### src/logic/vp8_quant_pkg.sv
/*
 * VP8 coefficient quantizer definitions
 * Block geometry, fixed-point widths, lookup tables and state enums
 */
package vp8_quant_pkg;

    // ----------------------------------------
    // Geometry and fixed point
    // ----------------------------------------
    localparam int NUM_COEFFS    = 16;
    localparam int COEFF_W       = 16;
    localparam int QFIX          = 17;
    localparam int MAX_LEVEL     = 2047;
    localparam int BIAS_SHIFT    = 9;
    localparam int SHARPEN_SHIFT = 11;
    // Sharpened magnitude, then magnitude x iq + bias
    localparam int MAG_W         = COEFF_W + 1;
    localparam int SCALED_W      = MAG_W + COEFF_W + 1;
    localparam int DIV_W         = 18;
    localparam int DIV_CNT_W     = $clog2(DIV_W);

    typedef logic signed [COEFF_W-1:0] coeff_t;
    typedef coeff_t [NUM_COEFFS-1:0] coeff_blk_t;
    typedef logic [NUM_COEFFS-1:0][COEFF_W-1:0] qval_blk_t;
    typedef logic [NUM_COEFFS-1:0][31:0] wide_blk_t;

    typedef enum logic [1:0] {BLK_Y1, BLK_Y2, BLK_UV} block_type_e;

    typedef enum logic [2:0] {MX_IDLE, MX_IQ_DC, MX_IQ_AC, MX_ZT_DC, MX_ZT_AC} matrix_state_e;

    // ----------------------------------------
    // Tables
    // ----------------------------------------
    // Raster index for each output position
    localparam int ZIGZAG [NUM_COEFFS] = '{0, 1, 4, 8, 5, 2, 3, 6, 9, 12, 13, 10, 7, 11, 14, 15};

    // Rounding bias bytes, indexed by block type
    localparam logic [7:0] BIAS_DC [3] = '{8'd96, 8'd96, 8'd110};
    localparam logic [7:0] BIAS_AC [3] = '{8'd110, 8'd108, 8'd115};

    // Raster-order sharpening weights, Y1 only
    localparam int FREQ_SHARPEN [NUM_COEFFS] = '{0, 30, 60, 90, 30, 60, 90, 90,
                                                 60, 90, 90, 90, 90, 90, 90, 90};

endpackage

### src/logic/quant_matrix.sv
/*
 * Quantizer matrix builder
 * Derives per-coefficient reciprocal, bias, zero threshold and sharpening
 * from the DC and AC steps, running four divisions on one divider
 */
module quant_matrix
    import vp8_quant_pkg::*;
(
    input  logic               clk,
    input  logic               rst_n,
    input  logic               cfg_start_i,
    input  logic [COEFF_W-1:0] q_dc_i,
    input  logic [COEFF_W-1:0] q_ac_i,
    input  block_type_e        blk_type_i,
    output logic               cfg_busy_o,
    output logic               cfg_done_o,
    output qval_blk_t          q_mat_o,
    output qval_blk_t          iq_mat_o,
    output qval_blk_t          sharpen_mat_o,
    output wide_blk_t          bias_mat_o,
    output wide_blk_t          zth_mat_o
);

    matrix_state_e      state;
    logic               div_start;
    logic               div_done;
    logic [DIV_W-1:0]   dividend;
    logic [DIV_W-1:0]   divisor;
    logic [DIV_W-1:0]   quotient;
    logic [COEFF_W-1:0] iq_sat;
    logic [COEFF_W-1:0] q_dc_r;
    logic [COEFF_W-1:0] q_ac_r;
    logic [COEFF_W-1:0] iq_dc_r;
    logic [COEFF_W-1:0] iq_ac_r;
    logic [DIV_W-1:0]   zt_dc_r;
    block_type_e        type_r;
    logic [31:0]        bias_dc;
    logic [31:0]        bias_ac;
    logic               load_mat;
    qval_blk_t          q_nxt;
    qval_blk_t          iq_nxt;
    qval_blk_t          sharp_nxt;
    wide_blk_t          bias_nxt;
    wide_blk_t          zth_nxt;

    assign cfg_busy_o = (state != MX_IDLE);
    assign load_mat   = (state == MX_ZT_AC) && div_done;
    assign bias_dc    = 32'(BIAS_DC[type_r]) << BIAS_SHIFT;
    assign bias_ac    = 32'(BIAS_AC[type_r]) << BIAS_SHIFT;

    // Steps of 1 and 2 give a reciprocal past 16 bits, so it saturates
    assign iq_sat = (|quotient[DIV_W-1:COEFF_W]) ? '1 : quotient[COEFF_W-1:0];

    // ----------------------------------------
    // Division sequencer
    // ----------------------------------------
    always_ff @(posedge clk or negedge rst_n) begin
        if (!rst_n) begin
            state      <= MX_IDLE;
            div_start  <= 1'b0;
            cfg_done_o <= 1'b0;
        end else begin
            div_start  <= 1'b0;
            cfg_done_o <= 1'b0;
            case (state)
                MX_IDLE: begin
                    if (cfg_start_i) begin
                        state     <= MX_IQ_DC;
                        div_start <= 1'b1;
                    end
                end
                MX_IQ_DC: begin
                    if (div_done) begin
                        state     <= MX_IQ_AC;
                        div_start <= 1'b1;
                    end
                end
                MX_IQ_AC: begin
                    if (div_done) begin
                        state     <= MX_ZT_DC;
                        div_start <= 1'b1;
                    end
                end
                MX_ZT_DC: begin
                    if (div_done) begin
                        state     <= MX_ZT_AC;
                        div_start <= 1'b1;
                    end
                end
                MX_ZT_AC: begin
                    if (div_done) begin
                        state      <= MX_IDLE;
                        cfg_done_o <= 1'b1;
                    end
                end
                default: state <= MX_IDLE;
            endcase
        end
    end

    // Operands: 2^QFIX / q first, then (2^QFIX - 1 - bias) / iq
    always_comb begin
        dividend = DIV_W'(1 << QFIX);
        divisor  = DIV_W'(q_dc_r);
        case (state)
            MX_IQ_AC: divisor = DIV_W'(q_ac_r);
            MX_ZT_DC: begin
                dividend = DIV_W'((1 << QFIX) - 1) - bias_dc[DIV_W-1:0];
                divisor  = DIV_W'(iq_dc_r);
            end
            MX_ZT_AC: begin
                dividend = DIV_W'((1 << QFIX) - 1) - bias_ac[DIV_W-1:0];
                divisor  = DIV_W'(iq_ac_r);
            end
            default: ;
        endcase
    end

    always_ff @(posedge clk) begin
        if ((state == MX_IDLE) && cfg_start_i) begin
            q_dc_r <= q_dc_i;
            q_ac_r <= q_ac_i;
            type_r <= blk_type_i;
        end
        if (div_done) begin
            case (state)
                MX_IQ_DC: iq_dc_r <= iq_sat;
                MX_IQ_AC: iq_ac_r <= iq_sat;
                MX_ZT_DC: zt_dc_r <= quotient;
                default: ;
            endcase
        end
    end

    seq_divider u_div (
        .clk        (clk),
        .rst_n      (rst_n),
        .start_i    (div_start),
        .dividend_i (dividend),
        .divisor_i  (divisor),
        .quotient_o (quotient),
        .done_o     (div_done)
    );

    // ----------------------------------------
    // Matrix expansion
    // ----------------------------------------
    // Entry 0 is DC, the rest share the AC terms
    always_comb begin
        logic [COEFF_W-1:0] q_sel;
        logic [31:0]        sharp_prod;
        for (int i = 0; i < NUM_COEFFS; i++) begin
            q_sel        = (i == 0) ? q_dc_r : q_ac_r;
            q_nxt[i]     = q_sel;
            iq_nxt[i]    = (i == 0) ? iq_dc_r : iq_ac_r;
            bias_nxt[i]  = (i == 0) ? bias_dc : bias_ac;
            zth_nxt[i]   = (i == 0) ? 32'(zt_dc_r) : 32'(quotient);
            sharp_prod   = 32'(FREQ_SHARPEN[i]) * 32'(q_sel);
            sharp_nxt[i] = (type_r == BLK_Y1) ? sharp_prod[SHARPEN_SHIFT +: COEFF_W] : '0;
        end
    end

    always_ff @(posedge clk or negedge rst_n) begin
        if (!rst_n) begin
            q_mat_o       <= '0;
            iq_mat_o      <= '0;
            sharpen_mat_o <= '0;
            bias_mat_o    <= '0;
            zth_mat_o     <= '0;
        end else if (load_mat) begin
            q_mat_o       <= q_nxt;
            iq_mat_o      <= iq_nxt;
            sharpen_mat_o <= sharp_nxt;
            bias_mat_o    <= bias_nxt;
            zth_mat_o     <= zth_nxt;
        end
    end

endmodule

### src/logic/seq_divider.sv
/*
 * Sequential restoring divider
 * Unsigned, one quotient bit per cycle, start and done strobes
 */
module seq_divider
    import vp8_quant_pkg::*;
(
    input  logic             clk,
    input  logic             rst_n,
    input  logic             start_i,
    input  logic [DIV_W-1:0] dividend_i,
    input  logic [DIV_W-1:0] divisor_i,
    output logic [DIV_W-1:0] quotient_o,
    output logic             done_o
);

    logic                 running;
    logic [DIV_CNT_W-1:0] cnt;
    logic [DIV_W:0]       rem;
    logic [DIV_W-1:0]     dvsr;
    logic [DIV_W:0]       rem_shift;
    logic [DIV_W+1:0]     diff;

    // Bring down the next dividend bit and try the subtraction
    assign rem_shift = {rem[DIV_W-1:0], quotient_o[DIV_W-1]};
    assign diff      = {1'b0, rem_shift} - {2'b00, dvsr};

    // ----------------------------------------
    // Control
    // ----------------------------------------
    always_ff @(posedge clk or negedge rst_n) begin
        if (!rst_n) begin
            running <= 1'b0;
            cnt     <= '0;
            done_o  <= 1'b0;
        end else begin
            done_o <= 1'b0;
            if (start_i) begin
                running <= 1'b1;
                cnt     <= '0;
            end else if (running) begin
                cnt <= cnt + 1'b1;
                if (cnt == DIV_CNT_W'(DIV_W - 1)) begin
                    running <= 1'b0;
                    done_o  <= 1'b1;
                end
            end
        end
    end

    // ----------------------------------------
    // Datapath
    // ----------------------------------------
    // Quotient bits shift in where the dividend shifts out
    always_ff @(posedge clk) begin
        if (start_i) begin
            rem        <= '0;
            dvsr       <= divisor_i;
            quotient_o <= dividend_i;
        end else if (running) begin
            if (diff[DIV_W+1]) begin
                rem        <= rem_shift;
                quotient_o <= {quotient_o[DIV_W-2:0], 1'b0};
            end else begin
                rem        <= diff[DIV_W:0];
                quotient_o <= {quotient_o[DIV_W-2:0], 1'b1};
            end
        end
    end

endmodule

### config.mk
export PLATFORM = sky130hd
export DESIGN_NAME = quant_matrix
export DESIGN_NICKNAME = d
export VERILOG_FILES = /design/src/logic/vp8_quant_pkg.sv /design/src/logic/quant_matrix.sv /design/src/logic/seq_divider.sv
export SDC_FILE = /design/constraint.sdc
export NUM_CORES = 1
export LEC_CHECK = 0
export ABC_AREA = 1
export BUFFER_PORTS_ARGS = -buffer_cell sky130_fd_sc_hd__buf_2
export CORE_AREA = 2 2 705 707
export CTS_CLUSTER_DIAMETER = 80
export DETAILED_ROUTE_END_ITERATION = 10
export DIE_AREA = 0 0 707 709
export PLACE_DENSITY = 0.3
export SYNTH_ARGS = -nofsm -noshare
export SYNTH_HDL_FRONTEND = slang
export SYNTH_SLANG_ARGS = --single-unit
### constraint.sdc
create_clock -name clk -period 6.25 [get_ports clk]
set_clock_uncertainty 0.15 [all_clocks]
set_input_delay 0.625 -clock clk [delete_from_list [all_inputs] [get_ports clk]]
set_output_delay 0.625 -clock clk [all_outputs]
set_load 0.05 [all_outputs]
==> flow_metrics.py, run 1 <==
metrics = {
    "outcome": {
        "status": "finished, final reports clean",
    },
    "clock_network": {
        "clockRootBuffer": "clkbuf_16",
        "cts_max_level": 2,
        "clk_latency_ns": 0.63,
        "numCtsBuffers": 43,
        "clk_path_buf_depth": 3,
        "cts.clk_slew.worst_paths_ns": 0.06,
        "cts_sinks": 275,
        "cts_tree": "done",
        "cts_setup_buffers": 0,
    },
    "setup_path": {
        "critPathSlowestCell": "edfxtp_1",
        "path_class": "reg -> reg",
        "critPathMaxFanout": 5,
        "critical_path.endpoint_type": "flip-flop",
        "critical_path_buf_inv_count": 2,
        "critPathTopFamily": "adder cells",
        "worstPathArrival_ns": 4.05,
        "cp-start-kind": "flip-flop",
        "max_stage_delay_ns": 0.59,
        "cp_data_required_time_ns": 6.61,
        "worstPathCellList": "ha_1 -> fa_1 -> inv_1 -> fa_1 -> inv_1 -> ha_1 -> a21oi_1 -> and2_1 -> a21boi_0 -> nand3_1 -> nand2_1 -> o21ai_1",
    },
    "die": {
        "die_h_um": 709,
        "rows": 258,
        "die_w_um": 707,
        "core_sq_mm": 0.4929,
        "die_area_sq_mm": 0.5013,
        "ios": 1831,
        "start_util_pct": 5.586,
    },
    "worst_hold_path": {
        "hold_class": "in -> reg",
    },
    "global_route": {
        "grt_pass1_wl_um": 169700,
        "grt_usage_pct": 5.221,
        "grt_start_max_net_pins": 174,
        "grt_antenna_before_repair": 58,
        "overflow": 0,
        "grt_pass1_vias": 15290,
    },
    "cells_and_area": {
        "drive_gt1_share_pct": 35.24,
        "nNetsFinal": 3751,
        "areaGrowthSynthToFinish_pct": 21.39,
    },
    "placed_design": {
        "hpwl_um": 115900,
        "port_buffers": 1121,
        "place_congestion": 0.7351,
        "pre_cts_slack_ns": 2.527,
    },
    "power": {
        "powerDensity_mw_per_mm2": 163.5,
        "p_leak_uw": 0.01711,
        "power_uw": 5465,
        "ir_drop_uv": 169.8,
    },
    "timing": {
        "setup_viol": 0,
        "worst_slew_pin_slew_ns": 1.086,
        "finalSetupTns_ns": 0,
        "hold_viol": 0,
        "maxSlewHeadroom_pct": 27.60,
        "min_period_ns": 3.688,
        "slew_violations": 0,
        "setup_ws_ns": 2.562,
        "grt_setup_unrepaired": "false",
        "fmax_ghz": 0.2712,
        "fin_crit_sh_pct": 59.01,
        "holdWs_ns": 0.08356,
    },
    "drt": {
        "drt-vias-per-instance": 1.809,
        "drc_errors": 0,
        "routed_wl_um": 141000,
        "drt_pass1_iterations": 5,
        "ant_nets": 0,
        "wl_per_cell_um": 13.89,
        "via_count": 18360,
        "drt_iter0_markers": 738,
    },
    "logic_synthesis": {
        "yosys-top-cells-area": "buf_4, edfxtp_1, dfrtp_1",
        "ys_ff_latch": 275,
        "seq_area_frac_synth_pct": 26.81,
        "yosys.area.top_type_share_pct": 45.45,
        "synth_edf_count": 118,
        "syn-cell-area_sq_mm": 0.02753,
        "yosys.area.top_type": "buf_4",
        "avgSynthCellArea_sq_um": 8.248,
        "syn-instance-count": 3338,
        "synth.yosys.warnings": 0,
        "synth_cell_types": 44,
        "async_reset_ff_share_pct": 50.55,
        "synthFlopType": "dfrtp_1",
    },
    "flow_run": {
        "max_cap_viol_count": 0,
    },
}
[cells in the final DEF, fill, tap and decap left out, types with 45 or more instances in the layout]
| cell | instances |
|---|---|
| buf_2 | 1120 |
| conb_1 | 709 |
| nand2_1 | 475 |
| inv_1 | 270 |
| dfrtp_1 | 126 |
| edfxtp_1 | 118 |
| o21ai_0 | 108 |
| ha_1 | 87 |
| nand3_1 | 77 |
| nor2_1 | 75 |
| a21oi_1 | 60 |
| fa_1 | 47 |
| buf_4 | 46 |
| clkbuf_16 | 45 |
[path summary, 6_finish.rpt]
path,from,end,slack [ns],depth (start not counted)
max,q_ac_r[13],sharpen_mat_o[247],2.56,12
max in group asynchronous,rst_n,zth_mat_o[418],4.19,3
max reg2reg,q_ac_r[13],sharpen_mat_o[247],2.56,12
min in group asynchronous,rst_n,sharpen_mat_o[249],0.40,2
min reg2reg,zt_dc_r[16],zth_mat_o[16],0.30,2
min,q_ac_i[11],q_ac_r[11],0.08,1
[layer usage]
metal / share of wire, % / vias up / track usage, %
met3: 5.7 / 123 / 1.021
met4: 1.6 / 20 / 0.9099
met2: 50 / 1041 / 9.305
li1: - / 8568 / -
met1: 43 / 8612 / 6.526
met5: 0.089 / - / 0
[cells in the mapped netlist, types with 2 or more instances]
| library cell | count |
|---|---|
| buf_6 | 15 |
| o21ai_2 | 4 |
| nand3_1 | 77 |
| inv_2 | 4 |
| edfxtp_1 | 118 |
| dfxtp_1 | 18 |
| nand3b_1 | 5 |
| xor2_1 | 8 |
| o21bai_1 | 7 |
| a21oi_1 | 60 |
| buf_1 | 3 |
| buf_4 | 1667 |
| and2_1 | 3 |
| a21oi_2 | 2 |
| o21ai_0 | 108 |
| o211ai_1 | 2 |
| a21o_1 | 5 |
| nor3_1 | 13 |
| nand2_2 | 2 |
| nand4_1 | 20 |
| ha_1 | 87 |
| dfrtp_1 | 139 |
| clkbuf_1 | 16 |
| o21ai_1 | 36 |
| buf_2 | 7 |
| fa_1 | 47 |
| inv_1 | 271 |
| xnor2_1 | 8 |
| o22ai_1 | 17 |
| nand3_2 | 3 |
| nor2_2 | 3 |
| nand2_1 | 475 |
| nor2_1 | 77 |
[report_power, final]
| part | switching [uW] | internal [uW] | total [uW] |
|---|---|---|---|
| logic | 972 | 21.1 | 993 |
| registers | 0 | 1880 | 1880 |
| clock network | 1060 | 1530 | 2600 |
[cells by family (layout without fill, tap and decap cells)]
| family | after synthesis | count (layout) | synth area share, % |
|---|---|---|---|
| simple gates | 683 | 683 | 10.28 |
| flops | 275 | 275 | 26.81 |
| xor+xnor | 16 | 16 | 0.5090 |
| buf+inv | 1983 | 1552 | 50.20 |
| fa+ha+maj | 134 | 134 | 7.371 |
| other cells | 1 | 747 | 0.01362 |
| compound gates | 245 | 245 | 4.772 |
| mux | 1 | 1 | 0.04090 |
[worst reg2reg max path, cell delays in order (launching register included)]
cell and delay (ns):
edfxtp_1 0.59, ha_1 0.41, fa_1 0.52, inv_1 0.05
fa_1 0.51, inv_1 0.04, ha_1 0.37, a21oi_1 0.27
and2_1 0.20, a21boi_0 0.25, nand3_1 0.11, nand2_1 0.07
o21ai_1 0.06
[through the flow]
stage / instances / util [%] / cell area, sq um
after global placement: 10010 / 6.400 / 31550
after floorplan: 4046 / - / 30190
after detailed placement: 10010 / 6.400 / 31550
after CTS: 10120 / 6.761 / 33330
after global routing: 10120 / 6.762 / 33330
final: 10150 / 6.780 / 33420
[layout make-up]
class | count | area (sq um)
fill | 58070 | 459500
multi-input combinational | 1788 | 8991
tap | 6500 | 8133
sequential | 275 | 7398
timing repair buffer | 1197 | 6275
clock buffer | 56 | 1187
inverter | 275 | 1041
clock inverter | 24 | 301.5
antenna | 38 | 95.09
[state kept, by name (all words and copies together) (netlist names), 18 cells and up]
name,cells
q_mat_o,32
u_div.rem,18
iq_mat_o,32
u_div.quotient_o,18
zt_dc_r,18
zth_mat_o,36
sharpen_mat_o,23
[repair_timing]
action,CTS,global route
endpoints found under the hold margin,77,0
gates resized for setup,0,0
hold buffers,29,0
(Power assumes the default switching activity.)
==> run 2: changes to the inputs <==
--- a/config.mk
+++ b/config.mk
@@ -7,10 +7,10 @@
 export LEC_CHECK = 0
 export ABC_AREA = 1
 export BUFFER_PORTS_ARGS = -buffer_cell sky130_fd_sc_hd__buf_2
-export CORE_AREA = 2 2 705 707
+export CORE_AREA = 2 2 707 709
 export CTS_CLUSTER_DIAMETER = 80
 export DETAILED_ROUTE_END_ITERATION = 10
-export DIE_AREA = 0 0 707 709
+export DIE_AREA = 0 0 709 711
 export PLACE_DENSITY = 0.3
 export SYNTH_ARGS = -nofsm -noshare
 export SYNTH_HDL_FRONTEND = slang
==> constraint.sdc (replaced) <==
create_clock -name clk -period 3.8 [get_ports clk]
set_clock_uncertainty 0.15 [all_clocks]
set_input_delay 0.38 -clock clk [delete_from_list [all_inputs] [get_ports clk]]
set_output_delay 0.38 -clock clk [all_outputs]
set_load 0.05 [all_outputs]
==> run 2 against run 1 <==
Net effect: flip-flop and latch count unchanged; count of clock-buffer cells in the layout grew 8; fmax rose by 3.4%; hold slack improved by 0.21 ns.
==> flow_metrics.py, run 2 (synthesized netlist as in run 1, its figures left out) <==
metrics = {
    "worst_hold_path": {
        "worstHoldStart": "u_div.quotient_o[0]",
        "hold_class": "reg -> reg",
        "holdPathStages": 0,
        "hold_path_end": "zt_dc_r[0]",
    },
    "drt": {
        "drc_errors": 0,
        "wl_per_cell_um": 13.48,
        "drt_iter0_markers": 772,
        "ant_nets": 0,
        "drt-vias-per-instance": 1.778,
        "routed_wl_um": 139400,
        "via_count": 18390,
        "drt_pass1_iterations": 5,
    },
    "cells_and_area": {
        "largest_reg_flops": 36,
        "fillers": 58480,
        "multi_input_area_sq_mm": 0.008999,
        "final_cell_mix": "buf_2, conb_1, nand2_1",
        "regMostFlops": "zth_mat_o",
        "design_area_sq_mm": 0.03395,
        "seq_area_sq_mm": 0.007395,
        "areaGrowthSynthToFinish_pct": 23.32,
        "nNetsFinal": 3796,
        "reg_top3": "zth_mat_o: 36 flops, iq_mat_o: 32 flops, q_mat_o: 32 flops",
        "fin_util_pct": 6.843,
        "drive_gt1_share_pct": 35.92,
        "layout_commonest_cell": "buf_2",
    },
    "placed_design": {
        "port_buffers": 1121,
        "place_area_sq_mm": 0.03203,
        "place_congestion": 0.7378,
        "hpwl_um": 116100,
    },
    "die": {
        "die_h_um": 711,
        "start_util_pct": 5.549,
        "die_area_sq_mm": 0.5041,
        "core_sq_mm": 0.4961,
        "rows": 259,
        "die_w_um": 709,
        "ios": 1831,
    },
    "clock_network": {
        "cts_setup_buffers": 0,
        "cts_sinks": 275,
        "numCtsBuffers": 44,
        "clk_latency_ns": 0.62,
        "clockRootBuffer": "clkbuf_16",
        "cts.clk_slew.worst_paths_ns": 0.06,
        "cts_tree": "done",
        "cts_max_level": 2,
        "clk_path_buf_depth": 3,
    },
    "timing": {
        "min_period_ns": 3.566,
        "hold_viol": 0,
        "grt_setup_unrepaired": "false",
        "maxSlewHeadroom_pct": 28.94,
        "slew_violations": 0,
        "worst_slew_pin_slew_ns": 1.066,
        "setup_viol": 0,
        "holdWs_ns": 0.2927,
        "fin_crit_sh_pct": 93.85,
        "fmax_ghz": 0.2804,
        "finalSetupTns_ns": 0,
    },
    "setup_path": {
        "cp_data_required_time_ns": 4.14,
        "critical_path.endpoint_type": "flip-flop",
        "worstPathArrival_ns": 3.91,
        "reg2reg_slack_ns": 0.23,
        "r2r-start": "q_ac_r[6]",
        "path_class": "reg -> reg",
        "critPathMaxFanout": 5,
        "r2r_end": "sharpen_mat_o[250]",
        "reg2reg_depth": 16,
        "cp-start-kind": "flip-flop",
    },
    "global_route": {
        "grt_pass1_vias": 15810,
        "grt_antenna_before_repair": 69,
        "grt_usage_pct": 5.206,
        "grt_start_max_net_pins": 115,
        "grt_pass1_wl_um": 170500,
        "overflow": 0,
    },
    "outcome": {
        "status": "finished, final reports clean",
    },
    "power": {
        "powerDensity_mw_per_mm2": 261.4,
        "p_leak_uw": 0.01732,
        "ir_drop_uv": 343.4,
    },
    "flow_run": {
        "max_cap_viol_count": 0,
    },
}
[run 2: worst max-delay path by stage]
stage / start / end / slack, ns / depth (start not counted)
2_1_floorplan: q_ac_r[4] / sharpen_mat_o[246] / 0.60 / 16
5_1_grt: q_ac_r[6] / sharpen_mat_o[250] / 0.002 / 16
3_3_place_gp: q_ac_r[7] / sharpen_mat_o[251] / 0.18 / 17
3_5_place_dp: q_ac_r[7] / sharpen_mat_o[251] / 0.20 / 17
6_report: q_ac_r[6] / sharpen_mat_o[250] / 0.23 / 16
4_1_cts: q_ac_r[6] / sharpen_mat_o[250] / 0.18 / 16
[run 2: power breakdown]
group          switching [uW]  leakage [uW]  internal (uW)
logic                    1600        0.0135           43.0
registers                   0       0.00308           3090
clock network            1680      0.000723           2470
[run 2: metal layers]
layer | vias to the layer above | wire length (um) | global-route usage (%) | share of wire [%]
met5 | - | 175 | 0 | 0.13
li1 | 8655 | - | - | -
met4 | 26 | 2192 | 0.9825 | 1.6
met1 | 8562 | 57290 | 6.318 | 41
met3 | 114 | 9323 | 1.116 | 6.7
met2 | 1036 | 70460 | 9.391 | 51
[run 2: layout make-up]
type | count | share of cell area (%)
clock buffer | 64 | 3.821
tap | 6655 | 24.52
timing repair buffer | 1241 | 19.54
antenna | 30 | 0.2211
clock inverter | 18 | 0.5417
sequential | 275 | 21.78
multi-input combinational | 1788 | 26.50
inverter | 275 | 3.066
[run 2: worst max-delay path, stage by stage, from the launching register on]
cell,delay (ns)
edfxtp_1,0.47
ha_1,0.38
fa_1,0.53
inv_1,0.06
fa_1,0.51
inv_1,0.05
ha_1,0.32
nand2_1,0.09
inv_1,0.04
a21oi_1,0.13
nand2_1,0.16
nand2_1,0.09
nand2_1,0.11
nand2_1,0.12
nand3_1,0.08
nand3_1,0.09
nand2_1,0.06
[run 2: stage by stage]
stage | setup WS [ns] | instances | power, uW
6_report | 0.2337 | 10350 | 8874
4_1_cts | 0.1770 | 10320 | 9085
5_1_grt | 0.001884 | 10320 | 9241
3_3_place_gp | 0.1759 | 10200 | 4728
2_1_floorplan | 0.5984 | 4046 | 5232
3_5_place_dp | 0.1993 | 10200 | 4728
[run 2: repair_timing]
| item | in CTS | in global routing |
|---|---|---|
| gates resized for setup | 0 | 1 |
| endpoints found under the setup margin | 0 | 1 |
| hold buffers | 36 | 0 |
| hold endpoints to repair | 109 | 0 |
==> run 3: changes to the inputs <==
--- a/config.mk
+++ b/config.mk
@@ -7,10 +7,12 @@
 export LEC_CHECK = 0
 export ABC_AREA = 1
 export BUFFER_PORTS_ARGS = -buffer_cell sky130_fd_sc_hd__buf_2
-export CORE_AREA = 2 2 707 709
+export CELL_PAD_IN_SITES_DETAIL_PLACEMENT = 0
+export CELL_PAD_IN_SITES_GLOBAL_PLACEMENT = 1
+export CORE_AREA = 2 2 717 719
 export CTS_CLUSTER_DIAMETER = 80
 export DETAILED_ROUTE_END_ITERATION = 10
-export DIE_AREA = 0 0 709 711
+export DIE_AREA = 0 0 719 721
 export PLACE_DENSITY = 0.3
 export SYNTH_ARGS = -nofsm -noshare
 export SYNTH_HDL_FRONTEND = slang
==> run 3 against run 2 <==
Net effect: hold slack got worse by 0.15 ns; via count fell by 0.47%; largest power group unchanged; die area is 2.8% higher; global-route usage shrank 0.45 points; critical path type unchanged; critical endpoint is now sharpen_mat_o[245]; non-clock buffer count fell by 23; critical path depth decreased by 3; worst setup slack got worse by 0.0047 ns; utilization fell by 0.24 points; combinational power hardly changed.
==> flow_metrics.py, run 3 (synthesized netlist as in run 1, its figures left out) <==
metrics = {
    "outcome": {
        "status": "finished, final reports clean",
    },
    "drt": {
        "via_count": 18310,
        "ant_nets": 0,
        "drt-vias-per-instance": 1.756,
        "wl_per_cell_um": 12.82,
        "drt_iter0_markers": 764,
        "drt_pass1_iterations": 5,
        "routed_wl_um": 133600,
        "drc_errors": 0,
    },
    "cells_and_area": {
        "areaGrowthSynthToFinish_pct": 22.61,
        "final_cell_mix": "buf_2, conb_1, nand2_1",
        "multi_input_area_sq_mm": 0.009002,
        "largest_reg_flops": 36,
        "fin_util_pct": 6.606,
        "reg_top3": "zth_mat_o: 36 flops, iq_mat_o: 32 flops, q_mat_o: 32 flops",
        "layout_commonest_cell": "buf_2",
        "nNetsFinal": 3767,
        "fillers": 60340,
        "seq_area_sq_mm": 0.007391,
        "regMostFlops": "zth_mat_o",
        "drive_gt1_share_pct": 35.36,
    },
    "placed_design": {
        "place_congestion": 0.7316,
        "hpwl_um": 112700,
        "port_buffers": 1121,
    },
    "flow_run": {
        "max_cap_viol_count": 0,
    },
    "power": {
        "switching_share_pct": 38.86,
        "powerDensity_mw_per_mm2": 254.5,
        "pwr-share-seq_pct": 35.9,
        "ir_drop_uv": 309.4,
        "p_switching_uw": 3339,
        "clockPowerShare_pct": 44.9,
        "power_frac_comb_pct": 19.2,
        "p_leak_uw": 0.01710,
        "power_uw": 8591,
        "internal-power_uw": 5252,
    },
    "global_route": {
        "grt_pass1_wl_um": 162200,
        "overflow": 0,
        "grt_start_max_net_pins": 107,
        "top_usage_layer": "met2",
        "use_met2_pct": 8.744,
        "grt_pass1_vias": 15680,
        "use_met1_pct": 5.615,
        "grt_antenna_before_repair": 33,
        "met3_usage_pct": 0.9057,
        "grt_usage_pct": 4.757,
    },
    "worst_hold_path": {
        "hold_class": "in -> async",
    },
    "clock_network": {
        "cts.clk_slew.worst_paths_ns": 0.06,
        "cts_sinks": 275,
        "clk_path_buf_depth": 3,
        "clk_latency_ns": 0.63,
        "numCtsBuffers": 38,
        "cts_tree": "done",
        "cts_max_level": 2,
        "clockRootBuffer": "clkbuf_16",
    },
    "die": {
        "die_w_um": 719,
        "die_h_um": 721,
        "start_util_pct": 5.388,
        "ios": 1831,
        "die_area_sq_mm": 0.5184,
        "rows": 263,
        "core_sq_mm": 0.5110,
    },
    "timing": {
        "fmax_ghz": 0.2800,
        "min_period_ns": 3.571,
        "grt_setup_unrepaired": "false",
        "hold_viol": 0,
        "holdWs_ns": 0.1452,
        "setup_viol": 0,
        "slew_violations": 0,
        "fin_crit_sh_pct": 93.97,
        "finalSetupTns_ns": 0,
        "maxSlewHeadroom_pct": 21.71,
        "worst_slew_pin_slew_ns": 1.174,
    },
    "setup_path": {
        "path_class": "reg -> reg",
        "cp_data_required_time_ns": 4.14,
        "startpoint": "q_ac_r[3]",
        "reg2reg_depth": 13,
        "critPathCapture": "sharpen_mat_o[245]",
        "cp-start-kind": "flip-flop",
        "r2r-start": "q_ac_r[3]",
        "r2r_end": "sharpen_mat_o[245]",
        "critPathMaxFanout": 4,
        "critical_path.endpoint_type": "flip-flop",
        "reg2reg_slack_ns": 0.23,
        "worstPathArrival_ns": 3.91,
    },
}
## run 3: cell count changes in the layout (fill, tap and decap cells not counted), sizes merged
cell	previous run	this run
clkbuf	65	48
clkinvlp	2	3
clkinv	11	13
bufinv	1	2
buf	1204	1182
diode	30	42
## run 3: how the worst min path moves through the flow
stage | from | to | slack, ns
after floorplan | rst_n | bias_mat_o[490] | -0.07
after global placement | rst_n | q_mat_o[15] | 0.21
after detailed placement | rst_n | q_mat_o[15] | 0.21
after CTS | rst_n | sharpen_mat_o[245] | 0.13
after global routing | rst_n | sharpen_mat_o[245] | 0.15
final | rst_n | sharpen_mat_o[245] | 0.15
## run 3: final cells by class
| type | count | area share, % |
|---|---|---|
| Antenna cell | 42 | 0.3113 |
| Clock buffer | 48 | 3.080 |
| Clock inverter | 22 | 0.7153 |
| Inverter | 275 | 3.091 |
| Multi-Input combinational cell | 1788 | 26.67 |
| Sequential cell | 275 | 21.89 |
| Tap cell | 6757 | 25.04 |
| Timing Repair Buffer | 1218 | 19.20 |
## run 3: power groups by stage
| stage | sequential, uW | clock [uW] | combinational (uW) |
|---|---|---|---|
| finish | 3080 | 3860 | 1650 |
| global route | 3080 | 4160 | 1700 |
| CTS | 3080 | 4120 | 1630 |
| detailed placement | 3140 | 0 | 1590 |
| global placement | 3140 | 0 | 1590 |
| floorplan | 3140 | 0 | 2090 |
## run 3: repair_timing
item / CTS / global route
setup buffers: 0 / 4
pin swaps: 0 / 0
resized for setup: 1 / 2
cloned: 0 / 0
hold buffers: 36 / 0
endpoints found under the setup margin: 2 / 10
endpoints found under the hold margin: 76 / 0
## run 3: metal layers
layer,part of all wire [%],wire length [um],up-vias
met5,0.0097,13,-
met4,1.9,2526,2
met3,6.6,8838,72
met2,52,68850,979
met1,40,53380,8642
li1,-,-,8612
## run 3: per-stage QoR
step | std cells | instance area [sq um] | setup slack [ns]
2_1_floorplan | 4046 | 30190 | 0.5984
3_3_place_gp | 10270 | 31960 | -0.03082
3_5_place_dp | 10270 | 31970 | -0.02195
4_1_cts | 10380 | 33620 | 0.04548
5_1_grt | 10380 | 33650 | 0.01105
6_report | 10430 | 33760 | 0.2291
## run 3: critical path, cell delays in order (launching register included)
cell and delay (ns):
edfxtp_1 0.43, buf_4 0.21, ha_1 0.33, fa_1 0.55
fa_1 0.45, ha_1 0.35, nand2_1 0.10, nor3_1 0.06
o21ai_0 0.26, nand2_1 0.17, nand2_1 0.12, nand3_1 0.08
nand3_1 0.13, nand2_1 0.07
